===== src/rtl/mini_mcu_pkg.sv =====
// mini_mcu shared definitions
// Bus widths, address map, register offsets and interrupt bit positions
package mini_mcu_pkg;

  typedef logic [31:0] addr_t;
  typedef logic [31:0] data_t;
  typedef logic [7:0]  reg_off_t;
  typedef logic [7:0]  gpio_t;
  typedef logic [15:0] intr_t;

  // RAM geometry
  localparam int unsigned NUM_BANKS    = 2;
  localparam int unsigned BANK_WORDS   = 256;
  localparam int unsigned WORD_LSB     = 2;
  localparam int unsigned WORD_IDX_W   = $clog2(BANK_WORDS);
  localparam int unsigned BANK_SEL_LSB = WORD_LSB + WORD_IDX_W;
  localparam int unsigned BANK_SEL_W   = $clog2(NUM_BANKS);

  typedef logic [WORD_IDX_W-1:0] word_idx_t;

  // Address map
  localparam addr_t RAM_BASE       = 32'h0000_0000;
  localparam addr_t RAM_SIZE       = 32'h0000_0800;
  localparam addr_t PERIPH_BASE    = 32'h0001_0000;
  localparam addr_t PERIPH_SIZE    = 32'h0000_0100;
  localparam data_t UNMAPPED_RDATA = 32'hBADC_AB1E;

  // Peripheral register offsets
  localparam reg_off_t REG_DMA_SRC     = 8'h00;
  localparam reg_off_t REG_DMA_DST     = 8'h04;
  localparam reg_off_t REG_DMA_LEN     = 8'h08;
  localparam reg_off_t REG_DMA_STATUS  = 8'h0C;
  localparam reg_off_t REG_GPIO_OUT    = 8'h10;
  localparam reg_off_t REG_GPIO_OE     = 8'h14;
  localparam reg_off_t REG_GPIO_IN     = 8'h18;
  localparam reg_off_t REG_INTR_STATUS = 8'h1C;
  localparam reg_off_t REG_INTR_ENABLE = 8'h20;

  // GPIO pin i maps to interrupt bit INTR_GPIO_LSB + i
  localparam int unsigned INTR_DMA_DONE_BIT = 0;
  localparam int unsigned INTR_GPIO_LSB     = 8;

  typedef enum logic [2:0] {
    DMA_IDLE       = 3'd0,
    DMA_READ       = 3'd1,
    DMA_READ_WAIT  = 3'd2,
    DMA_WRITE      = 3'd3,
    DMA_WRITE_WAIT = 3'd4
  } dma_state_e;

endpackage


===== src/rtl/ao_peripherals.sv =====
// Always-on peripheral registers
// DMA channel setup, GPIO bank with edge interrupts, interrupt status/enable
`timescale 1ns/1ps

module ao_peripherals (
  input  logic                   clk_i,
  input  logic                   arst_n_i,
  input  logic                   req_i,
  input  logic                   we_i,
  input  mini_mcu_pkg::reg_off_t off_i,
  input  mini_mcu_pkg::data_t    wdata_i,
  output mini_mcu_pkg::data_t    rdata_o,
  output logic                   dma_start_o,
  output mini_mcu_pkg::addr_t    dma_src_o,
  output mini_mcu_pkg::addr_t    dma_dst_o,
  output mini_mcu_pkg::data_t    dma_len_o,
  input  logic                   dma_busy_i,
  input  logic                   dma_done_i,
  input  mini_mcu_pkg::gpio_t    gpio_i,
  output mini_mcu_pkg::gpio_t    gpio_o,
  output mini_mcu_pkg::gpio_t    gpio_oe_o,
  output logic                   intr_o
);

  logic                wr;
  logic                len_wr;
  logic                start_q;
  mini_mcu_pkg::addr_t src_q;
  mini_mcu_pkg::addr_t dst_q;
  mini_mcu_pkg::data_t len_q;
  mini_mcu_pkg::gpio_t out_q;
  mini_mcu_pkg::gpio_t oe_q;
  mini_mcu_pkg::gpio_t sync1_q;
  mini_mcu_pkg::gpio_t sync2_q;
  mini_mcu_pkg::gpio_t prev_q;
  mini_mcu_pkg::gpio_t rise;
  mini_mcu_pkg::intr_t status_q;
  mini_mcu_pkg::intr_t enable_q;
  mini_mcu_pkg::intr_t set_vec;
  mini_mcu_pkg::intr_t clr_vec;
  mini_mcu_pkg::data_t rdata_q;

  assign wr     = req_i & we_i;
  // A length write only counts while the channel is idle
  assign len_wr = wr && (off_i == mini_mcu_pkg::REG_DMA_LEN) && (wdata_i != '0) && !dma_busy_i;
  assign rise   = sync2_q & ~prev_q;

  always_comb begin
    set_vec = '0;
    set_vec[mini_mcu_pkg::INTR_DMA_DONE_BIT] = dma_done_i;
    set_vec[mini_mcu_pkg::INTR_GPIO_LSB +: $bits(mini_mcu_pkg::gpio_t)] = rise;
    clr_vec = '0;
    if (wr && off_i == mini_mcu_pkg::REG_INTR_STATUS) begin
      clr_vec = wdata_i[$bits(mini_mcu_pkg::intr_t)-1:0];
    end
  end

  always_ff @(posedge clk_i or negedge arst_n_i) begin
    if (!arst_n_i) begin
      start_q  <= 1'b0;
      src_q    <= '0;
      dst_q    <= '0;
      len_q    <= '0;
      out_q    <= '0;
      oe_q     <= '0;
      sync1_q  <= '0;
      sync2_q  <= '0;
      prev_q   <= '0;
      status_q <= '0;
      enable_q <= '0;
    end else begin
      start_q  <= len_wr;
      sync1_q  <= gpio_i;
      sync2_q  <= sync1_q;
      prev_q   <= sync2_q;
      // Set events take priority over a clear
      status_q <= (status_q & ~clr_vec) | set_vec;
      if (len_wr) begin
        len_q <= wdata_i;
      end
      if (wr) begin
        case (off_i)
          mini_mcu_pkg::REG_DMA_SRC:     src_q    <= wdata_i;
          mini_mcu_pkg::REG_DMA_DST:     dst_q    <= wdata_i;
          mini_mcu_pkg::REG_GPIO_OUT:    out_q    <= wdata_i[7:0];
          mini_mcu_pkg::REG_GPIO_OE:     oe_q     <= wdata_i[7:0];
          mini_mcu_pkg::REG_INTR_ENABLE: enable_q <= wdata_i[15:0];
          default: ;
        endcase
      end
    end
  end

  always_ff @(posedge clk_i) begin
    if (req_i && !we_i) begin
      case (off_i)
        mini_mcu_pkg::REG_DMA_SRC:     rdata_q <= src_q;
        mini_mcu_pkg::REG_DMA_DST:     rdata_q <= dst_q;
        mini_mcu_pkg::REG_DMA_LEN:     rdata_q <= len_q;
        mini_mcu_pkg::REG_DMA_STATUS:  rdata_q <= {31'b0, dma_busy_i};
        mini_mcu_pkg::REG_GPIO_OUT:    rdata_q <= {24'b0, out_q};
        mini_mcu_pkg::REG_GPIO_OE:     rdata_q <= {24'b0, oe_q};
        mini_mcu_pkg::REG_GPIO_IN:     rdata_q <= {24'b0, sync2_q};
        mini_mcu_pkg::REG_INTR_STATUS: rdata_q <= {16'b0, status_q};
        mini_mcu_pkg::REG_INTR_ENABLE: rdata_q <= {16'b0, enable_q};
        default:                       rdata_q <= '0;
      endcase
    end
  end

  assign rdata_o     = rdata_q;
  assign dma_start_o = start_q;
  assign dma_src_o   = src_q;
  assign dma_dst_o   = dst_q;
  assign dma_len_o   = len_q;
  assign gpio_o      = out_q;
  assign gpio_oe_o   = oe_q;
  assign intr_o      = |(status_q & enable_q);

endmodule


===== config.mk =====
export PLATFORM = sky130hd
export DESIGN_NAME = ao_peripherals
export DESIGN_NICKNAME = d
export VERILOG_FILES = /design/src/rtl/mini_mcu_pkg.sv /design/src/rtl/ao_peripherals.sv
export SDC_FILE = /design/constraint.sdc
export NUM_CORES = 1
export LEC_CHECK = 0
export BUFFER_PORTS_ARGS = -buffer_cell sky130_fd_sc_hd__buf_2
export CORE_MARGIN = 2
export CORE_UTILIZATION = 45
export CTS_BUF_LIST = sky130_fd_sc_hd__clkbuf_2 sky130_fd_sc_hd__clkbuf_4 sky130_fd_sc_hd__clkbuf_8
export CTS_CLUSTER_DIAMETER = 50
export DETAILED_ROUTE_END_ITERATION = 10
export GPL_ROUTABILITY_DRIVEN = 1
export PLACE_DENSITY = 0.75
export SETUP_SLACK_MARGIN = 0.2
export SYNTH_ARGS = -nofsm -noshare
export SYNTH_HDL_FRONTEND = slang
export SYNTH_SLANG_ARGS = --single-unit

===== constraint.sdc =====
create_clock -name clk_i -period 1.52 [get_ports clk_i]
set_input_delay 0.152 -clock clk_i [delete_from_list [all_inputs] [get_ports clk_i]]
set_output_delay 0.152 -clock clk_i [all_outputs]
set_load 0.02 [all_outputs]

== Yosys cells after proc, flatten, opt, wreduce, memory -nomap -nowiden ==
Cells that the tools add are included.

* Register bits: 201
* Bits of input ports: 54

* Mux-type cells: 2
* Bitwise operators: 7
* Reductions and logical operators: 15
* Eq/ne operators: 8

{| class="wikitable"
|+ Operators with widths
! kind !! count
|-
| $pmux 32 s9 || 1
|-
| $and 16x16->16 || 2
|-
| $eq 8x5->1 const B || 4
|-
| $reduce_bool 32->1 || 1
|-
| $eq 8x4->1 const B || 2
|-
| $mux 16 || 1
|-
| $not 16->16 || 1
|-
| $or 16x16->16 || 1
|-
| $reduce_or 16->1 || 1
|-
| $reduce_and 2->1 || 5
|-
| $and 8x8->8 || 1
|-
| $eq 8x3->1 const B || 1
|-
| $eq 8x6->1 const B || 1
|-
| $logic_not 8->1 || 1
|-
| $not 8->8 || 1
|-
| $logic_and 1x1->1 || 5
|-
| $logic_not 1->1 || 2
|-
| $and 1x1->1 || 1
|}

== Logic depth before layout (Yosys ltp) ==
* Depth after elaboration: 6
* Depth in mapped cells: 7
* Gate-level depth less buffers: 4

== Worst setup path before layout ==
Ideal clock, no wire load.

* Path type: in2reg
* Start: input we_i
* End: register rdata_q[0], in the netlist rdata_o[0] (enable)
* Cell stages on the path: 1
* Required time: 1.095 ns
* Data arrival time: 1.604 ns
* Path slack: -0.510 ns
* Setup time: 0.425 ns
* Cells stage by stage: nor2b_1

* Word-level cells in the longest chain between the ends: 2

{| class="wikitable"
|+ Ends and longest elaborated chain
! what !! RTL line !! RTL
|-
| start: declaration || ao_peripherals.sv:9 || <nowiki>input logic we_i,</nowiki>
|-
| $logic_not 1->1 || ao_peripherals.sv:95 || <nowiki>if (req_i && !we_i) begin</nowiki>
|-
| $logic_and 1x1->1 || ao_peripherals.sv:95 ||
|-
| end signal: assignment || ao_peripherals.sv:97 || <nowiki>mini_mcu_pkg::REG_DMA_SRC: rdata_q <= src_q;</nowiki>
|-
| end signal: assignment || ao_peripherals.sv:98 || <nowiki>mini_mcu_pkg::REG_DMA_DST: rdata_q <= dst_q;</nowiki>
|-
| end signal: assignment || ao_peripherals.sv:99 || <nowiki>mini_mcu_pkg::REG_DMA_LEN: rdata_q <= len_q;</nowiki>
|-
| end: declaration || ao_peripherals.sv:41 || <nowiki>mini_mcu_pkg::data_t rdata_q;</nowiki>
|}

Every way passes these cells.
A chain may end at the register's enable or synchronous reset.

== Worst setup path in the final report ==
* Start: register status_q[10]
* End: output intr_o

* Word-level cells in the longest chain between the ends: 2

{| class="wikitable"
|+ Ends and longest elaborated chain
! what !! RTL line !! RTL
|-
| start: declaration || ao_peripherals.sv:37 || <nowiki>mini_mcu_pkg::intr_t status_q;</nowiki>
|-
| start signal: assignment || ao_peripherals.sv:77 || <nowiki>status_q <= (status_q & ~clr_vec) | set_vec;</nowiki>
|-
| $and 16x16->16 || ao_peripherals.sv:118 || <nowiki>assign intr_o = |(status_q & enable_q);</nowiki>
|-
| $reduce_or 16->1 || ao_peripherals.sv:118 ||
|-
| end: declaration || ao_peripherals.sv:22 || <nowiki>output logic intr_o</nowiki>
|}

Every way passes these cells.

==> key figures <==
Run status
  – Status: complete, but fails checks
  – Violated checks: DRC, setup timing

Layout
  – Area Growth Syn to Fin: 57.0%
  – Layout cells sized above 1: 62.1%
  – Fill count: 1126
  – Inserted Diodes: 0
  – Nets: 1013

Power
  – Pwr dens: 933 nW/um^2
  – Overall Power: 12.2 mW
  – Peak supply drop: 0.847 mV
  – Leakage: 6.72 nW

Synth
  – Mapped Area: 8330 sq um
  – Number of flops mapped to enable cells by yosys: 32
  – Synth Warn #: 0
  – Sequential area share after synthesis: 62.3%
  – Post-Synthesis Cells: 568
  – Avg Inst Size Synth: 14.7 sq um
  – Post-synth top flop: dfrtp_1
  – Synth cell types: 45
  – #FFs+latches synth: 201
  – Mapped Nets: 622
  – Async S/R FF share, synth: 84.1%

Clocking
  – H-Tree Depth: 2
  – CTS Sinks: 201
  – Worst-Skew Late Latency: 0.51 ns
  – CTS tree: yes
  – Max Buffers Root-to-Sink: 3
  – Reg clk slew, reported paths: 0.07 ns
  – Root Driver: clkbuf_8
  – CTS Buf Count: 35

Route
  – Post-route ant nets: 0
  – Vias per cell: 5.81
  – Pre-antenna DRT Iters: 10
  – Routed len/inst: 23.8 um
  – Post-Route WL: 28.8 mm
  – DRC viols: 20
  – Drt initial violations: 690
  – Vias: 7029

Hold path
  – Hold path endpoint: dma_dst_o[30]
  – Hold crit path type: in2reg
  – WHS Path Cells: 3
  – Worst hold start: wdata_i[30]

Timing
  – Worst Slack Setup Final: -0.571 ns
  – Layout Skew: 0.0158 ns
  – Fmax: 478 MHz
  – Slew @ Worst Pin: 0.489 ns
  – Final Hold Vio Count: 0
  – Slew Limit Fails: 0
  – Tmin final: 2.09 ns
  – Max-slew headroom: 67.3%
  – Hold slack: 0.0284 ns
  – RSZ-0062 raised after global routing: yes
  – Final period util: 138%
  – Final Setup Violations: 11

Floorplanning
  – Die width: 140 um
  – Die Ht: 140 um
  – Initial core utilization: 46.0%
  – I/O pin count: 200
  – Row count: 49
  – Die area: 19600 sq um
  – Core Area: 18100 sq um

Worst setup path
  – Worst reg-to-reg setup slack: -0.03 ns
  – R2R Path End: rdata_o[6]
  – Reg2reg path depth: 4
  – Reg2reg start: gpio_o[6]
  – Crit-path max FO: 3
  – CP required: 1.37 ns
  – WP data arrival: 1.94 ns
  – Crit start category: flip-flop
  – Worst setup path start: status_q[10]
  – Kind of critical path: reg2out
  – Crit. End Element: output port

GRT
  – GRT Resource Usage Total: 28.3%
  – First-pass GRT wire length: 42.4 mm
  – Grt total ovfl: 0
  – Initial antenna violation count: 0
  – Largest net degree at the start of global routing: 50
  – Vias in the first global route: 7192

Job
  – Max Cap Violations: 0

Placement
  – Gpl congestion: 0.867
  – Dpl hpwl: 17.3 mm
  – # port buffers: 199
  – Place WS: -0.604 ns
==> through the flow <==
stage,std cells,utilization [%],cell area (sq um),TNS (ns)
global placement,1079,59.2,10700,-71.99
global route,1210,72.3,13100,-1.32
floorplan,568,-,8610,-39.09
detailed placement,1079,59.2,10700,-78.19
finish,1210,72.3,13100,-1.05
CTS,1192,70.3,12700,-0.555
==> cells by family (layout without fill, tap and decap cells) <==
kind of cell           Yosys count  in the layout  synth area share [%]
AOI/OAI and AO/OA               97             97                  9.23
buffers and inverters           52            465                  2.71
DFF                            201            201                  62.3
muxes                          147            147                  20.9
and+or+nand+nor                 71             71                  4.87
==> worst max path at each step <==
stage and end:
2_1_floorplan enable_q[10], 3_3_place_gp dma_dst_o[17], 3_5_place_dp dma_dst_o[19], 4_1_cts intr_o, 5_1_grt intr_o, 6_report intr_o
==> Yosys cell counts, types with 3 or more instances <==
cell	n	area share, %
dfrtp_1	169	51
mux2_2	122	17
edfxtp_1	32	12
inv_1	26	1.2
nand2_1	19	0.86
a222oi_1	17	2.0
a22oi_1	17	1.5
a22o_1	13	1.4
nor2_1	13	0.59
buf_2	12	0.72
o22ai_1	12	0.90
mux2_4	10	1.8
mux2i_1	10	1.2
nor4_1	10	0.75
a21o_1	9	0.81
clkbuf_1	9	0.41
a21boi_0	7	0.63
a221oi_1	5	0.53
mux4_2	5	1.4
a21oi_1	4	0.24
nand4_1	4	0.30
nor2b_1	4	0.30
o21ai_0	4	0.24
buf_1	3	0.14
nand3_1	3	0.18
==> sequential cells by signal (all words and copies together), names as in the netlist <==
| signal | count |
|---|---|
| dma_start_o | 1 |
| enable_q | 16 |
| status_q | 16 |
| dma_src_o | 32 |
| sync1_q | 8 |
| gpio_oe_o | 8 |
| gpio_o | 8 |
| dma_len_o | 32 |
| prev_q | 8 |
| dma_dst_o | 32 |
| sync2_q | 8 |
| rdata_o | 32 |
==> per-layer routing <==
layer  part of all wire [%]  track usage [%]  vias to the layer above
li1                       -                -                     2960
met1                     39             37.1                     3540
met2                     49             46.6                      439
met3                    8.9             5.37                       90
met4                    3.7             11.6                        0
met5                      0                0                        -
==> placed cells by master, fill, tap and decap left out, types with 9 or more instances in the layout <==
| cell | synthesis | routed |
|---|---|---|
| buf_12 | 0 | 22 |
| buf_16 | 0 | 9 |
| o22ai_1 | 12 | 12 |
| a21o_1 | 9 | 9 |
| mux2i_1 | 10 | 10 |
| dfrtp_1 | 169 | 168 |
| buf_6 | 2 | 40 |
| dlygate4sd3_1 | 0 | 24 |
| mux2_4 | 10 | 129 |
| a22o_1 | 13 | 13 |
| nand2_1 | 19 | 9 |
| a22oi_1 | 17 | 12 |
| a222oi_1 | 17 | 17 |
| clkbuf_4 | 0 | 13 |
| clkbuf_8 | 0 | 41 |
| buf_2 | 12 | 185 |
| buf_4 | 0 | 97 |
| edfxtp_1 | 32 | 32 |
| inv_1 | 26 | 25 |
==> what timing repair did <==
item | CTS | global route
setup endpoints to repair | 142 | 170
gates cloned | 9 | 1
gates resized for setup | 158 | 47
setup buffers | 21 | 17
hold endpoints to repair | 185 | 0
hold buffers | 24 | 0
pin swaps | 10 | 19
==> power by group <==
group	internal (mW)	switching (mW)
Combinational	0.539	0.640
Clock	3.10	2.19
Sequential	5.61	0.107
==> critical path, stage by stage, from the launching register on <==
cell and delay [ns]:
dfrtp_1 0.40, a22o_1 0.28, a221oi_1 0.32, nand4_1 0.22, buf_2 0.21
==> layout make-up <==
class	instances	area (sq um)	share of cell area, %
Multi-Input combinational cell	315	3660	28.0
Timing Repair Buffer	380	3090	23.6
Clock buffer	54	662	5.07
Clock inverter	5	80.1	0.613
Sequential cell	201	5190	39.7
Tap cell	229	287	2.19
Inverter	26	97.6	0.747
Power figures use the tool's default switching activity.
