==> src/rtl/mini_mcu_pkg.sv <==
// mini_mcu shared definitions
// Bus widths, address map, register offsets and interrupt bit positions
package mini_mcu_pkg;

  typedef logic [31:0] addr_t;
  typedef logic [31:0] data_t;
  typedef logic [7:0]  reg_off_t;
  typedef logic [7:0]  gpio_t;
  typedef logic [15:0] intr_t;

  // RAM geometry
  localparam int unsigned NUM_BANKS    = 2;
  localparam int unsigned BANK_WORDS   = 256;
  localparam int unsigned WORD_LSB     = 2;
  localparam int unsigned WORD_IDX_W   = $clog2(BANK_WORDS);
  localparam int unsigned BANK_SEL_LSB = WORD_LSB + WORD_IDX_W;
  localparam int unsigned BANK_SEL_W   = $clog2(NUM_BANKS);

  typedef logic [WORD_IDX_W-1:0] word_idx_t;

  // Address map
  localparam addr_t RAM_BASE       = 32'h0000_0000;
  localparam addr_t RAM_SIZE       = 32'h0000_0800;
  localparam addr_t PERIPH_BASE    = 32'h0001_0000;
  localparam addr_t PERIPH_SIZE    = 32'h0000_0100;
  localparam data_t UNMAPPED_RDATA = 32'hBADC_AB1E;

  // Peripheral register offsets
  localparam reg_off_t REG_DMA_SRC     = 8'h00;
  localparam reg_off_t REG_DMA_DST     = 8'h04;
  localparam reg_off_t REG_DMA_LEN     = 8'h08;
  localparam reg_off_t REG_DMA_STATUS  = 8'h0C;
  localparam reg_off_t REG_GPIO_OUT    = 8'h10;
  localparam reg_off_t REG_GPIO_OE     = 8'h14;
  localparam reg_off_t REG_GPIO_IN     = 8'h18;
  localparam reg_off_t REG_INTR_STATUS = 8'h1C;
  localparam reg_off_t REG_INTR_ENABLE = 8'h20;

  // GPIO pin i maps to interrupt bit INTR_GPIO_LSB + i
  localparam int unsigned INTR_DMA_DONE_BIT = 0;
  localparam int unsigned INTR_GPIO_LSB     = 8;

  typedef enum logic [2:0] {
    DMA_IDLE       = 3'd0,
    DMA_READ       = 3'd1,
    DMA_READ_WAIT  = 3'd2,
    DMA_WRITE      = 3'd3,
    DMA_WRITE_WAIT = 3'd4
  } dma_state_e;

endpackage

==> src/rtl/bus_arbiter.sv <==
// System bus arbiter
// Round-robin between host and DMA with RAM, peripheral and unmapped decode
`timescale 1ns/1ps

module bus_arbiter (
  input  logic                     clk_i,
  input  logic                     arst_n_i,
  input  logic                     host_req_i,
  input  logic                     host_we_i,
  input  mini_mcu_pkg::addr_t      host_addr_i,
  input  mini_mcu_pkg::data_t      host_wdata_i,
  output logic                     host_gnt_o,
  output logic                     host_rvalid_o,
  output mini_mcu_pkg::data_t      host_rdata_o,
  input  logic                     dma_req_i,
  input  logic                     dma_we_i,
  input  mini_mcu_pkg::addr_t      dma_addr_i,
  input  mini_mcu_pkg::data_t      dma_wdata_i,
  output logic                     dma_gnt_o,
  output logic                     dma_rvalid_o,
  output mini_mcu_pkg::data_t      dma_rdata_o,
  output logic                     ram_req_o,
  output logic                     ram_we_o,
  output mini_mcu_pkg::addr_t      ram_addr_o,
  output mini_mcu_pkg::data_t      ram_wdata_o,
  input  mini_mcu_pkg::data_t      ram_rdata_i,
  output logic                     periph_req_o,
  output logic                     periph_we_o,
  output mini_mcu_pkg::reg_off_t   periph_off_o,
  output mini_mcu_pkg::data_t      periph_wdata_o,
  input  mini_mcu_pkg::data_t      periph_rdata_i
);

  logic                last_dma_q;
  logic                any_gnt;
  logic                sel_we;
  mini_mcu_pkg::addr_t sel_addr;
  mini_mcu_pkg::data_t sel_wdata;
  mini_mcu_pkg::addr_t ram_rel;
  mini_mcu_pkg::addr_t periph_rel;
  logic                ram_hit;
  logic                periph_hit;
  logic                rsp_valid_q;
  logic                rsp_host_q;
  logic                rsp_ram_q;
  logic                rsp_periph_q;
  mini_mcu_pkg::data_t rsp_rdata;

  // Host wins unless the DMA is waiting and the host had the last grant
  assign host_gnt_o = host_req_i & (~dma_req_i | last_dma_q);
  assign dma_gnt_o  = dma_req_i & ~host_gnt_o;
  assign any_gnt    = host_gnt_o | dma_gnt_o;

  assign sel_we    = host_gnt_o ? host_we_i    : dma_we_i;
  assign sel_addr  = host_gnt_o ? host_addr_i  : dma_addr_i;
  assign sel_wdata = host_gnt_o ? host_wdata_i : dma_wdata_i;

  assign ram_rel    = sel_addr - mini_mcu_pkg::RAM_BASE;
  assign periph_rel = sel_addr - mini_mcu_pkg::PERIPH_BASE;
  assign ram_hit    = ram_rel < mini_mcu_pkg::RAM_SIZE;
  assign periph_hit = periph_rel < mini_mcu_pkg::PERIPH_SIZE;

  assign ram_req_o   = any_gnt & ram_hit;
  assign ram_we_o    = sel_we;
  assign ram_addr_o  = ram_rel;
  assign ram_wdata_o = sel_wdata;

  assign periph_req_o   = any_gnt & periph_hit;
  assign periph_we_o    = sel_we;
  assign periph_off_o   = mini_mcu_pkg::reg_off_t'(periph_rel);
  assign periph_wdata_o = sel_wdata;

  always_ff @(posedge clk_i or negedge arst_n_i) begin
    if (!arst_n_i) begin
      last_dma_q   <= 1'b1;
      rsp_valid_q  <= 1'b0;
      rsp_host_q   <= 1'b0;
      rsp_ram_q    <= 1'b0;
      rsp_periph_q <= 1'b0;
    end else begin
      rsp_valid_q <= any_gnt;
      if (any_gnt) begin
        last_dma_q   <= dma_gnt_o;
        rsp_host_q   <= host_gnt_o;
        rsp_ram_q    <= ram_hit;
        rsp_periph_q <= periph_hit;
      end
    end
  end

  // Response follows the registered target and unmapped reads get a marker
  assign rsp_rdata = rsp_ram_q    ? ram_rdata_i    :
                     rsp_periph_q ? periph_rdata_i :
                                    mini_mcu_pkg::UNMAPPED_RDATA;

  assign host_rvalid_o = rsp_valid_q & rsp_host_q;
  assign dma_rvalid_o  = rsp_valid_q & ~rsp_host_q;
  assign host_rdata_o  = rsp_rdata;
  assign dma_rdata_o   = rsp_rdata;

endmodule

==> config.mk <==
export PLATFORM = sky130hd
export DESIGN_NAME = bus_arbiter
export DESIGN_NICKNAME = d
export VERILOG_FILES = /design/src/rtl/mini_mcu_pkg.sv /design/src/rtl/bus_arbiter.sv
export SDC_FILE = /design/constraint.sdc
export NUM_CORES = 1
export LEC_CHECK = 0
export BUFFER_PORTS_ARGS = -buffer_cell sky130_fd_sc_hd__buf_4
export CORE_AREA = 2 2 147 149
export CTS_CLUSTER_DIAMETER = 50
export DETAILED_ROUTE_END_ITERATION = 10
export DIE_AREA = 0 0 149 151
export HOLD_SLACK_MARGIN = 0.03
export PLACE_DENSITY = 0.5
export SLEW_MARGIN = 40
export SYNTH_ARGS = -nofsm -noshare
export SYNTH_HDL_FRONTEND = slang
export SYNTH_SLANG_ARGS = --single-unit
==> constraint.sdc <==
create_clock -name clk_i -period 4.7 [get_ports clk_i]
set_clock_uncertainty 0.05 [all_clocks]
set_input_delay 0.94 -clock clk_i [delete_from_list [all_inputs] [get_ports clk_i]]
set_output_delay 0.94 -clock clk_i [all_outputs]
set_load 0.02 [all_outputs]
======== Yosys cells after proc, flatten, opt, wreduce, memory -nomap -nowiden ========
Cells that the tools add are included.
W data, S select, Z words.
cells by class
  bitwise operators ....................... 11
  order comparisons ....................... 2
  add/subtract/negate cells ............... 1
  mux-type cells .......................... 5
operator list
  kind                      count
  $mux W32                  4
  $lt A32 B12 Y1 const B    1
  $lt A32 B9 Y1 const B     1
  $sub A32 B17 Y32 const B  1
  $and A1 B1 Y1             6
  $not A1 Y1                3
  $or A1 B1 Y1              2
  $mux W1                   1
storage, ports and cells
  word-level logic and storage cells ...... 24
  register bits ........................... 5
  input port bits ......................... 198
  output and inout bits ................... 176

======== Logic depth before layout (Yosys ltp) ========
Gate-level depths: netlist (run 1).
  word-level depth ........................ 7
  depth in mapped cells ................... 8
  gate-level depth less buffers ........... 5

======== Least setup slack after synthesis (run 1) ========
OpenSTA, ideal clock, no wires.
  kind .................................... in2out
  start point ............................. in dma_req_i
  end point ............................... out ram_wdata_o[22]
  buffers on the path ..................... 3
  cell stages on the path ................. 8
  data required time ...................... 3.710 ns
  slack ................................... 1.449 ns
  data arrival time ....................... 2.261 ns
  path through ............................ nand2b_2 -> nand2_1 -> buf_4 -> inv_2 -> clkbuf_1 -> nand2_1 -> nand2_1 -> buf_4
between the ends
  longest elaborated chain between the ends .. 4
RTL lines
  element               line               source
  start, declared       bus_arbiter.sv:15  input logic dma_req_i,
  $not A1 Y1            bus_arbiter.sv:50  assign host_gnt_o = host_req_i & (~dma_req_i | last_dma_q);
  $or A1 B1 Y1          bus_arbiter.sv:50
  $and A1 B1 Y1         bus_arbiter.sv:50
  named net host_gnt_o  bus_arbiter.sv:12  output logic host_gnt_o,
  $mux W32              bus_arbiter.sv:56  assign sel_wdata = host_gnt_o ? host_wdata_i : dma_wdata_i;
  end, declared         bus_arbiter.sv:25  output mini_mcu_pkg::data_t ram_wdata_o,
The timed path passes the listed nets, and every way through them passes these cells.

======== Final worst setup path (run 1) ========
  start point ............................. in dma_req_i
  end point ............................... out ram_wdata_o[22]
between the ends
  longest elaborated chain between the ends .. 4
RTL lines
  element        line
  $not A1 Y1     bus_arbiter.sv:50
  $or A1 B1 Y1   bus_arbiter.sv:50
  $and A1 B1 Y1  bus_arbiter.sv:50
  $mux W32       bus_arbiter.sv:56
No other way between the ends.

==> summary.md, run 1 <==
| Metric | Value |
|---|---|
| Hold crit path type | in -> async |
| Fmax | 0.2721 GHz |
| Slew HR | between 50% and 60% |
| Crit-path max FO | 28 |
| Layout cells sized above 1 | 59.75% |
| Post-CTS Setup Inserts | 0 |
| Core area | 0.02082 mm^2 |
| Dpl hpwl | 12.49 mm |
| CTS tree | built |
| DRT antenna net count | 0 |
| Run status | finished, final reports clean |
| Total power | 0.0007375 W |
| Width of the chip | 149 um |
| Post-synthesis cell type count | 31 |
| CTS resizes | 0 |
| Worst setup SP type | input pin |
| Power per Cell Area | 154.6 mW/mm^2 |
| Final Critical Period | 3.675 ns |
| Vias in the first global route | 3248 |
| Final Slew Violations | 0 |
| Number of max-cap violations | 0 |
| Syn Std Cell Area | between 0.002 and 0.0025 mm^2 |
| Global route overflow | 0 |
| Gpl congestion | 0.7726 |
| Initial antenna violation count | 0 |
| # IOs | ~370 |
| Register-to-Register Path Depth | 4 |
| WP data arrival | 2.69 ns |
| Via Count | roughly 3.4k |
| Die Height | ~150 um |
| IO Port Bufs | 373 |
| Worst-path clk slew | 0.03 ns |
| Pin count of the biggest net entering global routing | 29 |
| Dpl ws | 1.002 ns |
| Clock Latency Late Sink | 0.23 ns |
| Post-route setup slack | between 1 and 1.5 ns |
| # diodes | 0 |
| Pleak | between 2 and 3 nW |
| Clock sinks | 5 |
| Nets@finish | between 800 and 900 |
| Mean post-synth cell area | 5.934 um^2 |
| Yosys warning total | 0 |
| WP data required | 3.71 ns |
| Cells after Synth | roughly 360 |
| Ys flop type | dfrtp_1 |
| Crit-path cells | buf_4 -> nand2b_2 -> nand2_2 -> inv_2 -> buf_4 -> nand2_1 -> nand2_1 -> buf_4 |
| FP Rows | 53 |
| DR iter-0 viols | 78 |
| Most frequent CP cell | buf_4 |
| Synthesized flop and latch total | 5 |
| Critical path buffers and inverters | 4 |
| Num CTS Buffers | 3 |
| Utilization after layout | 22.91% |
| Async SR Flop Fraction | 100.0% |
| Actual slew at the worst max-slew pin | 0.7216 ns |
| Die Area | 0.02250 mm^2 |
| CTS max path bufs | 2 |
| Critical path's slowest cell | inv_2 |
| Max incr delay on CP | 0.49 ns |
| Post-synth EDFFs | 0 |
| Final setup violation count | 0 |
| Area grow syn2layout | 122.7% |
| RSZ-0062 raised after global routing | no |
| Final worst-path cycle share | 78.19% |
| Vias per cell | around 3.7 |
| Total global-route track usage | 10.71% |
| Critical Path Stages | 8 |
| Crit Path Category | in -> out |
| Remaining DRCs | 0 |
| Clock Tree Root | clkbuf_16 |
| Mean routed wirelength per cell | 14.86 um |
| Setup TNS | 0 ns |
| 1st-pass router iterations | 5 |
| Number of hold buffers added after cts | 0 |
| Max VDD drop | 90.73 uV |
| H-tree depth | 1 |
| First-pass GRT wire length | 18.39 mm |
| CP delay by family, top | buffers and inverters |
| Final wirelength | 13.76 mm |
| Net Count, Synth | approximately 560 |
| Initial core utilization | 10.29% |
| Register area share after synthesis | 5.900% |
| Hold Slack | 0.4643 ns |
| Crit. End Element | output port |
| Final Hold Fails | 0 |
-- Yosys cell counts (2+ instances only) --
cell	n	area [um^2]
nor4_1	8	50.05
a21oi_1	19	95.09
nor2b_1	4	25.02
buf_2	8	40.04
nand4_1	2	12.51
nand2_1	131	491.7
inv_1	22	82.58
nor2_1	23	86.33
and2_1	2	12.51
o21ai_1	3	15.01
dfrtp_1	4	100.1
mux2_1	23	259.0
clkbuf_1	9	33.78
buf_4	74	555.5
nor4b_1	2	17.52
a22o_1	12	105.1
-- per-layer routing --
metal | track usage, % | up-vias | part of all wire [%]
met5 | 0 | - | 0
met4 | 0.5714 | 0 | 0.073
met3 | 3.012 | 2 | 10
met2 | 21.73 | 225 | 55
met1 | 11.39 | 1518 | 34
li1 | - | 1670 | -
-- layout make-up --
cell class | count | area (um^2)
Sequential cell | 5 | 126.4
Inverter | 23 | 86.33
Clock buffer | 4 | 78.83
Timing Repair Buffer | 377 | 2830
Tap cell | 275 | 344.1
Fill cell | 2366 | 16050
Multi-Input combinational cell | 242 | 1305
-- kinds of logic after synthesis --
group / after synthesis / share of synthesized area (%)
and+or+nand+nor: 177 / 34.46
AOI/OAI and AO/OA: 42 / 14.14
DFF: 5 / 5.900
buffers and inverters: 114 / 33.41
muxes: 23 / 12.09
-- sequential cells by signal (all words and copies together) (netlist names) --
signal / flops
last_dma_q: 1
rsp_periph_q: 1
rsp_ram_q: 1
rsp_valid_q: 1
rsp_host_q: 1
-- path summary, 6_finish.rpt --
kind,start,endpoint,slack (ns)
hold / removal,arst_n_i,rsp_ram_q,0.46
max in group asynchronous,arst_n_i,last_dma_q,3.94
min in group clk_i,last_dma_q,last_dma_q,0.49
setup reg to reg,last_dma_q,rsp_periph_q,2.83
hold reg to reg,last_dma_q,last_dma_q,0.49
setup / recovery,dma_req_i,ram_wdata_o[22],1.02
-- through the flow --
step                      cells  cell area (um^2)
after floorplan             361              2142
after global placement      922              4690
after detailed placement    922              4692
after CTS                   926              4771
after global routing        926              4771
final                       926              4771
-- report_power, final --
part           switching (W)  internal (W)
clock network      0.0000262      0.000112
registers         0.00000240     0.0000470
logic               0.000289      0.000260
-- layout by cell type, fill, tap and decap left out, types with 2 or more instances in the layout --
master / netlist / layout
mux2_1: 23 / 23
nor2b_1: 4 / 3
a21oi_1: 19 / 19
nand2_1: 131 / 130
nor4b_1: 2 / 2
clkbuf_16: 0 / 3
a22o_1: 12 / 12
buf_4: 74 / 377
nor2_1: 23 / 23
o21ai_1: 3 / 3
and2_1: 2 / 2
inv_1: 22 / 22
dfrtp_1: 4 / 4
nor4_1: 8 / 8
nand4_1: 2 / 2
No activity file was read; power rests on OpenSTA's default activity.
==> run 2, diff against run 1 <==
Settings changed: CORE_AREA 2 2 147 149 to 2 2 144 146, DIE_AREA 0 0 149 151 to 0 0 146 148, PLACE_DENSITY 0.5 to 0.52.
Clock period 4.7 ns to 3.2 ns, I/O delays scaled along.
==> summary.md, run 2 (synthesized netlist as in run 1, its figures left out) <==
| Metric | Value |
|---|---|
| Die Height | 148 um (-2.0%) |
| # diodes | 0 (unchanged) |
| First-pass GRT wire length | 19.21 mm (+4.5%) |
| Final wirelength | 13.50 mm (-1.9%) |
| Switch share | 42.57% (-0.55 points) |
| H-tree depth | 1 (unchanged) |
| FP Rows | 52 (-1.9%) |
| Area grow syn2layout | 125.7% |
| Crit Path Category | in -> out |
| Width of the chip | 146 um (-2.0%) |
| CTS tree | built |
| Clock Tree Root | clkbuf_16 |
| Slew HR | 63.10% (+11 points) |
| Initial antenna violation count | 0 (unchanged) |
| DRT antenna net count | 0 (unchanged) |
| Layout cells sized above 1 | 60.09% (+0.34 points) |
| Mean routed wirelength per cell | 14.53 um (-2.2%) |
| Final Hold Fails | 0 (unchanged) |
| Dpl hpwl | 12.27 mm (-1.8%) |
| Gpl congestion | 0.7739 (+0.17%) |
| Most frequent cells in the layout | buf_4, nand2_1, mux2_1, nor2_1, inv_1 |
| Crit-path max FO | 3 (-89%) |
| Run status | finished, final reports clean |
| Core area | 0.02004 mm^2 (-3.8%) |
| Initial core utilization | 10.69% (+0.40 points) |
| Num CTS Buffers | 3 (unchanged) |
| Pin count of the biggest net entering global routing | 37 (+28%) |
| Final setup violation count | 0 (unchanged) |
| Clock sinks | 5 (unchanged) |
| Final Critical Period | about 2.9 ns |
| RSZ-0062 raised after global routing | no |
| Net Switching | 0.0004606 W (+45%) |
| WP data arrival | 2.19 ns (-0.50 ns) |
| Number of hold buffers added after cts | 0 (unchanged) |
| Crit. End Element | output port |
| Setup TNS | 0 ns (unchanged) |
| Max VDD drop | 109.5 uV (+21%) |
| Nets@finish | 858 (+0.94%) |
| Vias per cell | 3.677 (-0.29%) |
| Clk network pwr share | 18.6% (-0.2 points) |
| Pleak | 2.684 nW (+1.7%) |
| Commonest non-fill, non-tap cell in the layout | buf_4 |
| Total global-route track usage | 11.34% (+0.63 points) |
| Int Power | 0.0006214 W (+48%) |
| Worst-path clk slew | 0.03 ns (about the same) |
| Power per Cell Area | 223.8 mW/mm^2 (+45%) |
| DR iter-0 viols | 82 (+5.1%) |
| Actual slew at the worst max-slew pin | 0.5396 ns (-0.1820 ns) |
| Comb power frac | 74.7% (+0.2 points) |
| CTS resizes | 0 (unchanged) |
| WP data required | 2.51 ns (-1.20 ns) |
| Final worst-path cycle share | 90.01% |
| Final Slew Violations | 0 (unchanged) |
| CTS max path bufs | 2 (unchanged) |
| Die Area | 0.02161 mm^2 (-4.0%) |
| Via Count | 3416 (+0.029%) |
| Utilization after layout | 24.13% (+1.2 points) |
| Vias in the first global route | 3397 (+4.6%) |
| Global route overflow | 0 (unchanged) |
| # IOs | 374 (unchanged) |
| Fmax | 0.3472 GHz |
| Remaining DRCs | 0 (unchanged) |
| Sequential share of power | 6.7% (about the same) |
| Clock Latency Late Sink | 0.22 ns (about the same) |
| Hold crit path type | in -> async |
| Number of max-cap violations | 0 (unchanged) |
| Worst setup SP type | input pin |
| Post-CTS Setup Inserts | 0 (unchanged) |
| IO Port Bufs | 373 (unchanged) |
| 1st-pass router iterations | 4 (-1) |
[run 2: cell count changes in the layout (fill, tap and decap cells not counted), sizes merged]
cell / previous run / this run
buf: 377 / 385
[run 2: cell type report]
cell class              instances  area [um^2]
multi-input cells             242         1303
clock buffers                   4        78.83
inverters                      23        86.33
fillers                      2276        15200
flip-flops and latches          5        126.4
repair buffers                385         2903
well taps                     270        337.8
[run 2: power groups by stage]
stage	clock [W]	sequential (W)	combinational, W
6_report	0.000202	0.0000722	0.000808
2_1_floorplan	0	0.0000719	0.000410
3_3_place_gp	0	0.0000727	0.000820
5_1_grt	0.000211	0.0000728	0.000865
4_1_cts	0.000206	0.0000721	0.000823
3_5_place_dp	0	0.0000726	0.000821
[run 2: metal layers]
metal | track usage (%) | wire length [um]
met5 | 0 | 0
met4 | 0.8252 | 57
met3 | 2.840 | 1239
met2 | 22.83 | 7358
met1 | 12.35 | 4849
[run 2: critical path, stage by stage]
cell and delay, ns:
buf_4 0.11, or4b_4 0.54, a2111oi_4 0.35, o211ai_2 0.15
nor2_1 0.21, buf_4 0.19
[run 2: path summary, 6_finish.rpt]
| path | slack (ns) | to | cells past startpoint | from |
|---|---|---|---|---|
| worst max-delay path | 0.32 | periph_req_o | 6 | dma_addr_i[20] |
| min in group clk_i | 0.48 | rsp_host_q | 2 | rsp_host_q |
| worst min-delay path | 0.16 | rsp_periph_q | 1 | arst_n_i |
| worst max register to register | 1.47 | rsp_ram_q | 5 | last_dma_q |
| max in group asynchronous | 2.74 | last_dma_q | 1 | arst_n_i |
| worst min register to register | 0.48 | rsp_host_q | 2 | rsp_host_q |
[run 2: metrics by stage]
step / cell area (um^2) / hold slack, ns / cells / worst slack, ns / power, W
floorplan: 2142 / 0.2944 / 361 / 0.5488 / 0.0004823
global placement: 4756 / 0.4005 / 925 / 0.2685 / 0.0008922
detailed placement: 4756 / 0.3990 / 925 / 0.2931 / 0.0008936
CTS: 4835 / 0.1637 / 929 / 0.2870 / 0.001101
global route: 4835 / 0.1677 / 929 / 0.1874 / 0.001149
finish: 4835 / 0.1644 / 929 / 0.3197 / 0.001082
